[src/utrap_macros.svh]
`ifndef UTRAP_MACROS_SVH
`define UTRAP_MACROS_SVH

// ~~~~~~~~~~~~~~~~~~~~~~~~~~~~~~~~~~~~~~~~~~~~~~~~~~~~~~~~~~~~~~~~~~~
// Widths
`define UTR_SRC_NUM         22
`define UTR_CODE_W          5
`define UTR_VEC_W           4
`define UTR_CSR_ADDR_W      4
`define UTR_CSR_DATA_W      4
`define UTR_STAT_W          2
`define UTR_ENC_W           3
`define UTR_TB_WAYS         2

// ~~~~~~~~~~~~~~~~~~~~~~~~~~~~~~~~~~~~~~~~~~~~~~~~~~~~~~~~~~~~~~~~~~~
// Trap priority codes, lower wins
`define UTR_CS_PAR_ERR      5'd1
`define UTR_FPA_RSVD_OP     5'd2
`define UTR_BUS_ERROR       5'd5
`define UTR_UNALIGN_UB_DATA 5'd6
`define UTR_TB_ERROR        5'd9
`define UTR_TB_MISS_READ    5'd10
`define UTR_TB_MISS_WRITE   5'd11
`define UTR_ACV_READ        5'd12
`define UTR_ACV_WRITE       5'd13
`define UTR_WRITE_X_PAGEBND 5'd14
`define UTR_WR_UL_X_PAGEBND 5'd15
`define UTR_UNALIGN_DATA_R  5'd16
`define UTR_UNALIGN_DATA_W  5'd17
`define UTR_UNALIGN_DATA_WU 5'd18

// ~~~~~~~~~~~~~~~~~~~~~~~~~~~~~~~~~~~~~~~~~~~~~~~~~~~~~~~~~~~~~~~~~~~
// Register addresses and bus status codes
`define CSR_SUMMARY         4'd0
`define CSR_BUS_ERR         4'd1
`define CSR_LAST_HIT        4'd4
`define CSR_PARITY          4'd5
`define CSR_CONFIG          4'd6

`define STAT_NONEXIST       2'd0
`define STAT_UNCORR         2'd1
`define STAT_CORR           2'd2
`define STAT_OK             2'd3

`endif

[src/utrap_pkg.sv]
`include "utrap_macros.svh"

package utrap_pkg;

    typedef logic [`UTR_CODE_W-1:0]     trap_code_t;  // Zero means no trap
    typedef logic [`UTR_VEC_W-1:0]      uvec_t;
    typedef logic [`UTR_SRC_NUM-1:0]    src_vec_t;    // Bit k carries code k+1
    typedef logic [`UTR_CSR_ADDR_W-1:0] csr_addr_t;
    typedef logic [`UTR_CSR_DATA_W-1:0] csr_data_t;
    typedef logic [`UTR_STAT_W-1:0]     bus_stat_t;
    typedef logic [`UTR_ENC_W-1:0]      enc_trap_t;
    typedef logic [`UTR_TB_WAYS-1:0]    tb_hit_t;

    typedef struct packed {
        tb_hit_t    hit;
        logic [1:0] tag_perr;
        logic       data_perr;
        logic       acv;
        logic       m_bit;
        logic       write;
        logic       prefetch;
        enc_trap_t  enc_trap;
    } mem_ref_t;

    typedef struct packed {
        trap_code_t code;
        uvec_t      vector;
    } trap_t;

    typedef struct packed {
        csr_addr_t addr;
        logic      write;
        csr_data_t wdata;
    } csr_req_t;

    typedef struct packed {
        logic tb_error;
        logic ub_unal;
        logic tag1;
        logic tag0;
        logic data1;
        logic data0;
    } log_set_t;

    typedef struct packed {
        logic nonexist;
        logic uncorr;
        logic corr;
    } bus_log_t;

    typedef enum logic {IDLE, OFFER} fsm_state_t;

endpackage

[src/ref_check.sv]
`timescale 1ns/10ps
`include "utrap_macros.svh"

module ref_check (
    input  logic                b_clk,
    input  logic                rst_n,
    input  logic                ref_valid,
    input  logic                ref_ready,
    input  utrap_pkg::mem_ref_t ref_in,
    input  logic                disable_cmi,
    output utrap_pkg::src_vec_t sources,
    output utrap_pkg::log_set_t log_cand,
    output logic                last_write,
    output logic                last_prefetch,
    output logic                hit_parity,
    output logic                fresh,
    output logic                inhibit_cmi
);

    utrap_pkg::mem_ref_t ref_q;
    logic                tb_err;
    logic                miss;
    logic                np;      // Fresh and not a prefetch
    logic                ub_unal;

    always_ff @(posedge b_clk or negedge rst_n) begin
        if (!rst_n) begin
            ref_q <= '0;
            fresh <= 1'b0;
        end else begin
            fresh <= ref_valid & ref_ready;
            if (ref_valid && ref_ready) begin
                ref_q <= ref_in;
            end
        end
    end

    assign tb_err  = (|ref_q.tag_perr) | ref_q.data_perr | (&ref_q.hit);
    assign miss    = (ref_q.hit == '0);
    assign np      = fresh & ~ref_q.prefetch;
    // UB unaligned needs a clean single-way hit
    assign ub_unal = np & (ref_q.enc_trap == 3'd4) & ~tb_err & ~miss & ~ref_q.acv;

    // ~~~~~~~~~~~~~~~~~~~~~~~~~~~~~~~~~~~~~~~~~~~~~~~~~~~~~~~~~~~~~~~~~~~
    // Reference trap sources
    always_comb begin
        sources = '0;
        sources[`UTR_CS_PAR_ERR - 1]      = fresh & (ref_q.enc_trap == 3'd7);
        sources[`UTR_FPA_RSVD_OP - 1]     = fresh & (ref_q.enc_trap == 3'd6);
        sources[`UTR_UNALIGN_UB_DATA - 1] = ub_unal;
        sources[`UTR_TB_ERROR - 1]        = np & tb_err;
        sources[`UTR_TB_MISS_READ - 1]    = np & miss & ~ref_q.write;
        sources[`UTR_TB_MISS_WRITE - 1]   = np & ref_q.write & (miss | ~ref_q.m_bit);
        sources[`UTR_ACV_READ - 1]        = np & ref_q.acv & ~ref_q.write;
        sources[`UTR_ACV_WRITE - 1]       = np & ref_q.acv & ref_q.write;
        sources[`UTR_WRITE_X_PAGEBND - 1] = np & (ref_q.enc_trap == 3'd2);
        sources[`UTR_WR_UL_X_PAGEBND - 1] = np & (ref_q.enc_trap == 3'd3);
        sources[`UTR_UNALIGN_DATA_R - 1]  = np & (ref_q.enc_trap == 3'd1) & ~ref_q.write;
        sources[`UTR_UNALIGN_DATA_W - 1]  = np & (ref_q.enc_trap == 3'd1) & ref_q.write;
        sources[`UTR_UNALIGN_DATA_WU - 1] = np & (ref_q.enc_trap == 3'd5) & ref_q.write;
    end

    always_comb begin
        log_cand.tb_error = np & tb_err;
        log_cand.ub_unal  = ub_unal;
        log_cand.tag1     = ref_q.tag_perr[1];
        log_cand.tag0     = ref_q.tag_perr[0];
        log_cand.data1    = ref_q.data_perr & ref_q.hit[1];  // Data parity blamed on the hit way
        log_cand.data0    = ref_q.data_perr & ref_q.hit[0];
    end

    assign last_write    = ref_q.write;
    assign last_prefetch = ref_q.prefetch;
    assign hit_parity    = ^ref_q.hit;

    // Prefetches that run into TB trouble must not reach the cache
    assign inhibit_cmi = disable_cmi |
                         (fresh & ref_q.prefetch & (ref_q.acv | tb_err | miss));

endmodule

[src/bus_monitor.sv]
`timescale 1ns/10ps
`include "utrap_macros.svh"

module bus_monitor (
    input  logic                 b_clk,
    input  logic                 rst_n,
    input  logic                 status_valid,
    input  utrap_pkg::bus_stat_t status,
    input  logic                 last_write,
    input  logic                 last_prefetch,
    input  logic                 bus_trap_taken,
    output logic                 bus_err_pend,
    output logic                 write_bus_err,
    output utrap_pkg::bus_log_t  bus_log
);

    logic fail;

    // Nonexistent memory and uncorrectable data are failures
    assign fail = status_valid & (status != `STAT_OK) & (status != `STAT_CORR);

    always_ff @(posedge b_clk or negedge rst_n) begin
        if (!rst_n) begin
            bus_err_pend  <= 1'b0;
            write_bus_err <= 1'b0;
            bus_log       <= '0;
        end else begin
            // Sticky until the BUS_ERROR trap is taken
            bus_err_pend  <= (fail & ~last_write & ~last_prefetch) |
                             (bus_err_pend & ~bus_trap_taken);
            write_bus_err <= fail & last_write;
            bus_log.nonexist <= status_valid & (status == `STAT_NONEXIST);
            bus_log.uncorr   <= status_valid & (status == `STAT_UNCORR);
            bus_log.corr     <= status_valid & (status == `STAT_CORR);
        end
    end

endmodule

[src/trap_prio.sv]
`timescale 1ns/10ps
`include "utrap_macros.svh"

module trap_prio (
    input  utrap_pkg::src_vec_t sources,
    input  logic                bus_err_pend,
    output utrap_pkg::trap_t    trap
);

    utrap_pkg::src_vec_t   merged;
    utrap_pkg::trap_code_t code;
    utrap_pkg::uvec_t      vector;

    // ~~~~~~~~~~~~~~~~~~~~~~~~~~~~~~~~~~~~~~~~~~~~~~~~~~~~~~~~~~~~~~~~~~~
    // Priority encoder
    always_comb begin
        merged = sources;
        merged[`UTR_BUS_ERROR - 1] = sources[`UTR_BUS_ERROR - 1] | bus_err_pend;
        code = '0;
        // Walk down so the lowest set slot is the last one written
        for (int i = `UTR_SRC_NUM - 1; i >= 0; i--) begin
            if (merged[i]) begin
                code = utrap_pkg::trap_code_t'(i + 1);
            end
        end
    end

    // ~~~~~~~~~~~~~~~~~~~~~~~~~~~~~~~~~~~~~~~~~~~~~~~~~~~~~~~~~~~~~~~~~~~
    // Micro vector table
    always_comb begin
        case (code)
            `UTR_CS_PAR_ERR:      vector = 4'b0000;
            `UTR_FPA_RSVD_OP:     vector = 4'b1100;
            `UTR_BUS_ERROR,
            `UTR_UNALIGN_UB_DATA,
            `UTR_TB_ERROR:        vector = 4'b1000;  // Shared error handler
            `UTR_TB_MISS_READ:    vector = 4'b1010;
            `UTR_TB_MISS_WRITE:   vector = 4'b1011;
            `UTR_ACV_READ:        vector = 4'b1110;
            `UTR_ACV_WRITE:       vector = 4'b1111;
            `UTR_WRITE_X_PAGEBND: vector = 4'b0111;
            `UTR_WR_UL_X_PAGEBND: vector = 4'b0110;
            `UTR_UNALIGN_DATA_R:  vector = 4'b0001;
            `UTR_UNALIGN_DATA_W:  vector = 4'b0101;
            `UTR_UNALIGN_DATA_WU: vector = 4'b0100;
            default:              vector = 4'b0000;
        endcase
    end

    assign trap.code   = code;
    assign trap.vector = vector;

endmodule

[src/utrap_fsm.sv]
`timescale 1ns/10ps
`include "utrap_macros.svh"

module utrap_fsm (
    input  logic                b_clk,
    input  logic                rst_n,
    input  logic                fresh,
    input  logic                bus_err_pend,
    input  utrap_pkg::trap_t    trap,
    input  utrap_pkg::log_set_t log_cand,
    output logic                ref_ready,
    output logic                trap_valid,
    input  logic                trap_ready,
    output utrap_pkg::trap_t    trap_out,
    output utrap_pkg::log_set_t log_set,
    output logic                bus_trap_taken
);

    utrap_pkg::fsm_state_t state;
    utrap_pkg::log_set_t   log_next;
    logic                  take_new;

    assign take_new = (state == utrap_pkg::IDLE) && (trap.code != '0);

    // Only the winning code logs its detail
    always_comb begin
        log_next = '0;
        if (fresh && trap.code == `UTR_TB_ERROR) begin
            log_next         = log_cand;
            log_next.ub_unal = 1'b0;
        end else if (fresh && trap.code == `UTR_UNALIGN_UB_DATA) begin
            log_next.ub_unal = log_cand.ub_unal;
        end
    end

    always_ff @(posedge b_clk or negedge rst_n) begin
        if (!rst_n) begin
            state   <= utrap_pkg::IDLE;
            log_set <= '0;
        end else begin
            log_set <= take_new ? log_next : '0;
            case (state)
                utrap_pkg::IDLE:  if (take_new) state <= utrap_pkg::OFFER;
                utrap_pkg::OFFER: if (trap_ready) state <= utrap_pkg::IDLE;
                default:          state <= utrap_pkg::IDLE;
            endcase
        end
    end

    always_ff @(posedge b_clk) begin
        if (take_new) begin
            trap_out <= trap;
        end
    end

    assign trap_valid     = (state == utrap_pkg::OFFER);
    // Hold references off while a trap is about to be latched
    assign ref_ready      = (state == utrap_pkg::IDLE) & ~bus_err_pend &
                            ~(fresh & (trap.code != '0));
    assign bus_trap_taken = trap_valid & trap_ready & (trap_out.code == `UTR_BUS_ERROR);

endmodule

[src/err_regs.sv]
`timescale 1ns/10ps
`include "utrap_macros.svh"

module err_regs (
    input  logic                 b_clk,
    input  logic                 rst_n,
    input  utrap_pkg::log_set_t  log_set,
    input  utrap_pkg::bus_log_t  bus_log,
    input  logic                 fresh,
    input  logic                 hit_parity,
    input  logic                 csr_valid,
    input  utrap_pkg::csr_req_t  csr_in,
    output utrap_pkg::csr_data_t rdata,
    output logic                 rdata_valid,
    output logic                 disable_cmi
);

    logic                 sum_bus;
    logic                 sum_tb;
    logic                 sum_ub;
    utrap_pkg::csr_data_t bus_err_q;  // nonexist, uncorr, lost, corr
    utrap_pkg::csr_data_t parity_q;   // tag1, tag0, data1, data0
    logic                 last_hit;
    logic                 bus_any;
    logic                 wr_sum;
    logic                 wr_cfg;

    assign bus_any = bus_log.nonexist | bus_log.uncorr | bus_log.corr;
    assign wr_sum  = csr_valid & csr_in.write & (csr_in.addr == `CSR_SUMMARY);
    assign wr_cfg  = csr_valid & csr_in.write & (csr_in.addr == `CSR_CONFIG);

    // ~~~~~~~~~~~~~~~~~~~~~~~~~~~~~~~~~~~~~~~~~~~~~~~~~~~~~~~~~~~~~~~~~~~
    // Summary and detail logs
    always_ff @(posedge b_clk or negedge rst_n) begin
        if (!rst_n) begin
            sum_bus     <= 1'b0;
            sum_tb      <= 1'b0;
            sum_ub      <= 1'b0;
            bus_err_q   <= '0;
            parity_q    <= '0;
            last_hit    <= 1'b0;
            disable_cmi <= 1'b0;
        end else begin
            sum_bus <= (wr_sum ? csr_in.wdata[3] : sum_bus) | bus_any;  // Set beats write
            sum_tb  <= (wr_sum ? csr_in.wdata[2] : sum_tb) | log_set.tb_error;
            sum_ub  <= (wr_sum ? csr_in.wdata[1] : sum_ub) | log_set.ub_unal;
            // Details hold only while their summary bit is set
            bus_err_q <= (sum_bus ? bus_err_q : '0) |
                         {bus_log.nonexist, bus_log.uncorr, sum_bus & bus_any, bus_log.corr};
            parity_q  <= (sum_tb ? parity_q : '0) |
                         {log_set.tag1, log_set.tag0, log_set.data1, log_set.data0};
            if (fresh) begin
                last_hit <= hit_parity;
            end
            if (wr_cfg) begin
                disable_cmi <= csr_in.wdata[0];
            end
        end
    end

    // ~~~~~~~~~~~~~~~~~~~~~~~~~~~~~~~~~~~~~~~~~~~~~~~~~~~~~~~~~~~~~~~~~~~
    // Read port
    always_ff @(posedge b_clk or negedge rst_n) begin
        if (!rst_n) begin
            rdata_valid <= 1'b0;
        end else begin
            rdata_valid <= csr_valid;
        end
    end

    always_ff @(posedge b_clk) begin
        if (csr_valid) begin
            case (csr_in.addr)
                `CSR_SUMMARY:  rdata <= {sum_bus, sum_tb, sum_ub, 1'b0};
                `CSR_BUS_ERR:  rdata <= bus_err_q;
                `CSR_LAST_HIT: rdata <= {3'b000, last_hit};
                `CSR_PARITY:   rdata <= parity_q;
                `CSR_CONFIG:   rdata <= {3'b000, disable_cmi};
                default:       rdata <= '0;
            endcase
        end
    end

endmodule

[src/utrap_top.sv]
`timescale 1ns/10ps

module utrap_top (
    input  logic                 b_clk,
    input  logic                 rst_n,
    input  logic                 ref_valid,
    output logic                 ref_ready,
    input  utrap_pkg::mem_ref_t  ref_in,
    output logic                 trap_valid,
    input  logic                 trap_ready,
    output utrap_pkg::trap_t     trap_out,
    input  logic                 status_valid,
    input  utrap_pkg::bus_stat_t status,
    input  logic                 csr_valid,
    input  utrap_pkg::csr_req_t  csr_in,
    output utrap_pkg::csr_data_t rdata,
    output logic                 rdata_valid,
    output logic                 inhibit_cmi,
    output logic                 write_bus_err
);

    utrap_pkg::src_vec_t sources;
    utrap_pkg::log_set_t log_cand;
    utrap_pkg::log_set_t log_set;
    utrap_pkg::bus_log_t bus_log;
    utrap_pkg::trap_t    trap;
    logic                last_write;
    logic                last_prefetch;
    logic                hit_parity;
    logic                fresh;
    logic                disable_cmi;
    logic                bus_err_pend;
    logic                bus_trap_taken;

    ref_check ref_check_i (
        .b_clk, .rst_n, .ref_valid, .ref_ready, .ref_in, .disable_cmi,
        .sources, .log_cand, .last_write, .last_prefetch, .hit_parity,
        .fresh, .inhibit_cmi
    );

    bus_monitor bus_monitor_i (
        .b_clk, .rst_n, .status_valid, .status, .last_write, .last_prefetch,
        .bus_trap_taken, .bus_err_pend, .write_bus_err, .bus_log
    );

    trap_prio trap_prio_i (
        .sources, .bus_err_pend, .trap
    );

    utrap_fsm utrap_fsm_i (
        .b_clk, .rst_n, .fresh, .bus_err_pend, .trap, .log_cand, .ref_ready,
        .trap_valid, .trap_ready, .trap_out, .log_set, .bus_trap_taken
    );

    err_regs err_regs_i (
        .b_clk, .rst_n, .log_set, .bus_log, .fresh, .hit_parity,
        .csr_valid, .csr_in, .rdata, .rdata_valid, .disable_cmi
    );

endmodule

[config.mk]
export PLATFORM = sky130hd
export DESIGN_NAME = utrap_top
export DESIGN_NICKNAME = d
export VERILOG_FILES = /design/src/utrap_pkg.sv /design/src/ref_check.sv /design/src/bus_monitor.sv /design/src/trap_prio.sv /design/src/utrap_fsm.sv /design/src/err_regs.sv /design/src/utrap_top.sv
export VERILOG_INCLUDE_DIRS = /design/src /design/src/src
export SDC_FILE = /design/constraint.sdc
export NUM_CORES = 1
export LEC_CHECK = 0
export BUFFER_PORTS_ARGS = -buffer_cell sky130_fd_sc_hd__buf_4
export CAP_MARGIN = 15
export CORE_ASPECT_RATIO = 1.75
export CORE_UTILIZATION = 50
export DETAILED_ROUTE_END_ITERATION = 10
export PLACE_DENSITY = 0.76
export SYNTH_ARGS = -nofsm -noshare
export SYNTH_HDL_FRONTEND = slang
export SYNTH_SLANG_ARGS = --single-unit
export TNS_END_PERCENT = 10
[constraint.sdc]
create_clock -name b_clk -period 3.53 [get_ports b_clk]
set_clock_uncertainty 0.15 [all_clocks]
set_input_delay 0.1765 -clock b_clk [delete_from_list [all_inputs] [get_ports b_clk]]
set_output_delay 0.1765 -clock b_clk [all_outputs]
set_load 0.05 [all_outputs]
==> flow_summary_export.csv <==
group,metric,value,unit
detailed_routing,routed_via_density,5.79,
logic_synthesis,seq_area_frac_synth,54.0,%
setup_path,crit_slowest_cell,"or4b_4",
outcome,status,"completed",
floorplanning,die_h,96.1,um
global_routing,grt_overflow_total,0,
pwr,power.leakage,0.00156,uW
logic_synthesis,synthArstFlopShare,75.0,%
global_routing,grt_usage,21.7,%
setup_path,cp.required,3.41,ns
detailed_routing,ant_nets,0,
setup_path,ff2ff_setup_slack,0.27,ns
clocking,cts_buffers,5,
timing,max_slew_margin,22.1,%
pwr,power_density,627,nW/um2
detailed_routing,dr.pass1.iters,4,
placement,port_buffers,46,
worst_hold_path,hold_class,"in2reg",
timing,rsz0062_at_grt,"no",
logic_synthesis,synth_fp_nets,245,
logic_synthesis,synth_top_flop_cell,"dfrtp_1",
clocking,cts.clk_slew.worst_paths,0.10,ns
floorplanning,io_pins,47,
final_layout,antenna_cells,0,
floorplanning,coreArea,4790,um2
logic_synthesis,yosys_warnings,0,
placement,place_congestion,0.972,
timing,fin_crit_sh,92.3,%
final_layout,drive_gt1_share,33.7,%
timing,drv_slew,0,
setup_path,end_kind,"register",
logic_synthesis,synth_edf_count,13,
detailed_routing,wl_per_cell,15.5,um
floorplanning,die_area,5360,um2
final_layout,final_area,3320,um2
logic_synthesis,ys_top_cells_by_area,"dfrtp_1 39%, edfxtp_1 15%, mux2_4 5.3%",
logic_synthesis,syn_inst,210,
clocking,tritoncts,"done",
timing,fin_crit,3.26,ns
run,drv_cap,0,
logic_synthesis,ys_ff_latch,52,
logic_synthesis,synth_most_common_cell,"dfrtp_1",
placement,postPlaceCellArea,2990,um2
timing,hold_viol,0,
setup_path,cp-start-kind,"register",
setup_path,crit_arrival,3.14,ns
clocking,insertion_delay,0.31,ns
timing,setup_violations,0,
logic_synthesis,synthDistinctLibCells,54,
timing,max_freq,307,MHz
global_routing,grt_max_degree,40,
floorplanning,row_count,33,
detailed_routing,drt_iter0_markers,55,
setup_path,crit_family,"simple AND/OR/NAND/NOR gates",
clocking,htreeDepth,2,
logic_synthesis,synth.avg_cell_area,12.1,um2
clocking,cts_sinks,52,
detailed_routing,drc,0,
pwr,worst_ir_drop_vdd,547,uV
floorplanning,die_x,55.8,um
placement,hpwl,3.92,mm
final_layout,layout.nets,325,
global_routing,grt_pass1_vias,2022,
global_routing,grt_pass1_wl,8.95,mm
logic_synthesis,synth_area,2530,um2
final_layout,synthToLayoutAreaGrowth,31.2,%
detailed_routing,drt-total-wl,5.32,mm
logic_synthesis,synth_top_area_share,38.6,%
clocking,cts-root-buf,"clkbuf_8",
floorplanning,start_util,52.8,%
clocking,clock_path_buffers,2,
logic_synthesis,synthTopCellsByCount,"39 x dfrtp_1, 17 x inv_1, 13 x edfxtp_1",
final_layout,fill_cells,379,
logic_synthesis,synth_top_area_cell,"dfrtp_1",
setup_path,cp_num_buf_inv,5,
setup_path,max_stage_delay,0.56,ns
timing,worst_pin_slew,1.14,ns
detailed_routing,vias,1986,
setup_path,crit_type,"reg2reg",
global_routing,antenna_found_initial,0,
setup_path,path_cells,"buf_4, inv_1, ha_2, or4b_4, or2_4, and3b_1, a2bb2oi_1, ha_2, nand2_2, buf_4, or2b_1, inv_1, buf_6",
pwr,total_power,2080,uW
setup_path,critPathMaxFanout,9,
-- timing repair --
action,CTS,global route
endpoints found under the hold margin,61,1
setup buffers,2,0
hold buffers,19,1
pin swaps,1,0
resized for setup,1,5
setup endpoints to repair,26,15
-- path summary, 6_finish.rpt --
| check | startpoint | end | cells past startpoint |
|---|---|---|---|
| setup / recovery | ref_check_i.ref_q[11] | utrap_fsm_i.trap_out[3] | 13 |
| hold / removal | csr_in[8] | err_regs_i.rdata[3] | 2 |
| setup reg to reg | ref_check_i.ref_q[11] | utrap_fsm_i.trap_out[3] | 13 |
| hold reg to reg | utrap_fsm_i.log_set[3] | err_regs_i.parity_q[3] | 1 |
| max in group asynchronous | rst_n | err_regs_i.rdata_valid | 2 |
| min in group asynchronous | rst_n | err_regs_i.bus_err_q[3] | 2 |
-- placed cells by master, fill, tap and decap left out, types with 2 or more instances in the layout --
cell,synthesis,routed
and3_1,5,4
nor2b_1,3,3
nor3_1,6,6
o41ai_1,2,2
a211o_1,2,2
nand2b_1,3,3
and2_1,3,3
nand3_1,6,6
buf_4,0,58
or2_2,3,2
a21o_1,8,8
a21oi_1,4,4
o21a_1,3,3
ha_2,0,2
nor4_1,3,3
dlygate4sd3_1,0,20
o21ai_0,5,5
nor2_1,11,11
mux2i_1,3,3
a2111oi_0,2,2
clkbuf_8,0,5
dfrtp_1,39,39
mux2_2,9,9
nand2_1,7,7
mux2_4,9,9
ha_1,6,4
a22oi_1,5,5
o32ai_1,2,2
edfxtp_1,13,13
inv_1,17,17
-- state kept, by name (all words and copies together) (netlist names) --
signal,cells
bus_monitor_i.bus_err_pend,1
bus_monitor_i.bus_log,3
bus_monitor_i.write_bus_err,1
err_regs_i.bus_err_q,4
err_regs_i.disable_cmi,1
err_regs_i.last_hit,1
err_regs_i.parity_q,4
err_regs_i.rdata,4
err_regs_i.rdata_valid,1
err_regs_i.sum_bus,1
err_regs_i.sum_tb,1
err_regs_i.sum_ub,1
ref_check_i.fresh,1
ref_check_i.last_prefetch,1
ref_check_i.last_write,1
ref_check_i.log_cand,2
ref_check_i.ref_q,8
utrap_fsm_i.log_set,6
utrap_fsm_i.trap_out,9
utrap_fsm_i.trap_valid,1
-- power by group --
part | switching (uW) | internal [uW]
logic | 440 | 407
clock network | 206 | 146
registers | 133 | 751
total | 778 | 1300
-- per-stage QoR --
step / TNS (ns) / hold slack, ns / cells / utilization [%] / setup WS, ns
2_1_floorplan: 0 / -0.269 / 210 / - / 0.116
3_3_place_gp: -0.507 / 0.0128 / 313 / 62.4 / -0.0888
3_5_place_dp: -1.72 / 0.0202 / 313 / 62.4 / -0.176
4_1_cts: 0 / 0.00842 / 342 / 68.8 / 0.0102
5_1_grt: 0 / 0.00372 / 343 / 69.3 / 0.0716
6_report: 0 / 0.0162 / 343 / 69.3 / 0.271
-- metal layers --
metal / track usage [%] / wire, um
met1: 23.1 / 2000
met4: 14.4 / 271
met3: 4.17 / 265
met2: 38.9 / 2780
met5: 0 / 0
-- cells by family after synthesis --
| kind of cell | Yosys count | share of synthesized area (%) |
|---|---|---|
| compound gates | 46 | 14.6 |
| fa+ha+maj | 7 | 3.36 |
| buf+inv | 23 | 3.86 |
| flops | 52 | 54.0 |
| mux | 21 | 10.5 |
| simple gates | 61 | 13.6 |
-- final cells by class --
| type | instances | area (um2) | share of cell area (%) |
|---|---|---|---|
| tap | 52 | 65.1 | 1.96 |
| sequential | 52 | 1370 | 41.1 |
| multi-input combinational | 135 | 1080 | 32.6 |
| clock inverter | 3 | 26.3 | 0.791 |
| clock buffer | 5 | 68.8 | 2.07 |
| inverter | 17 | 63.8 | 1.92 |
| timing repair buffer | 79 | 647 | 19.5 |
Power figures use the tool's default switching activity.
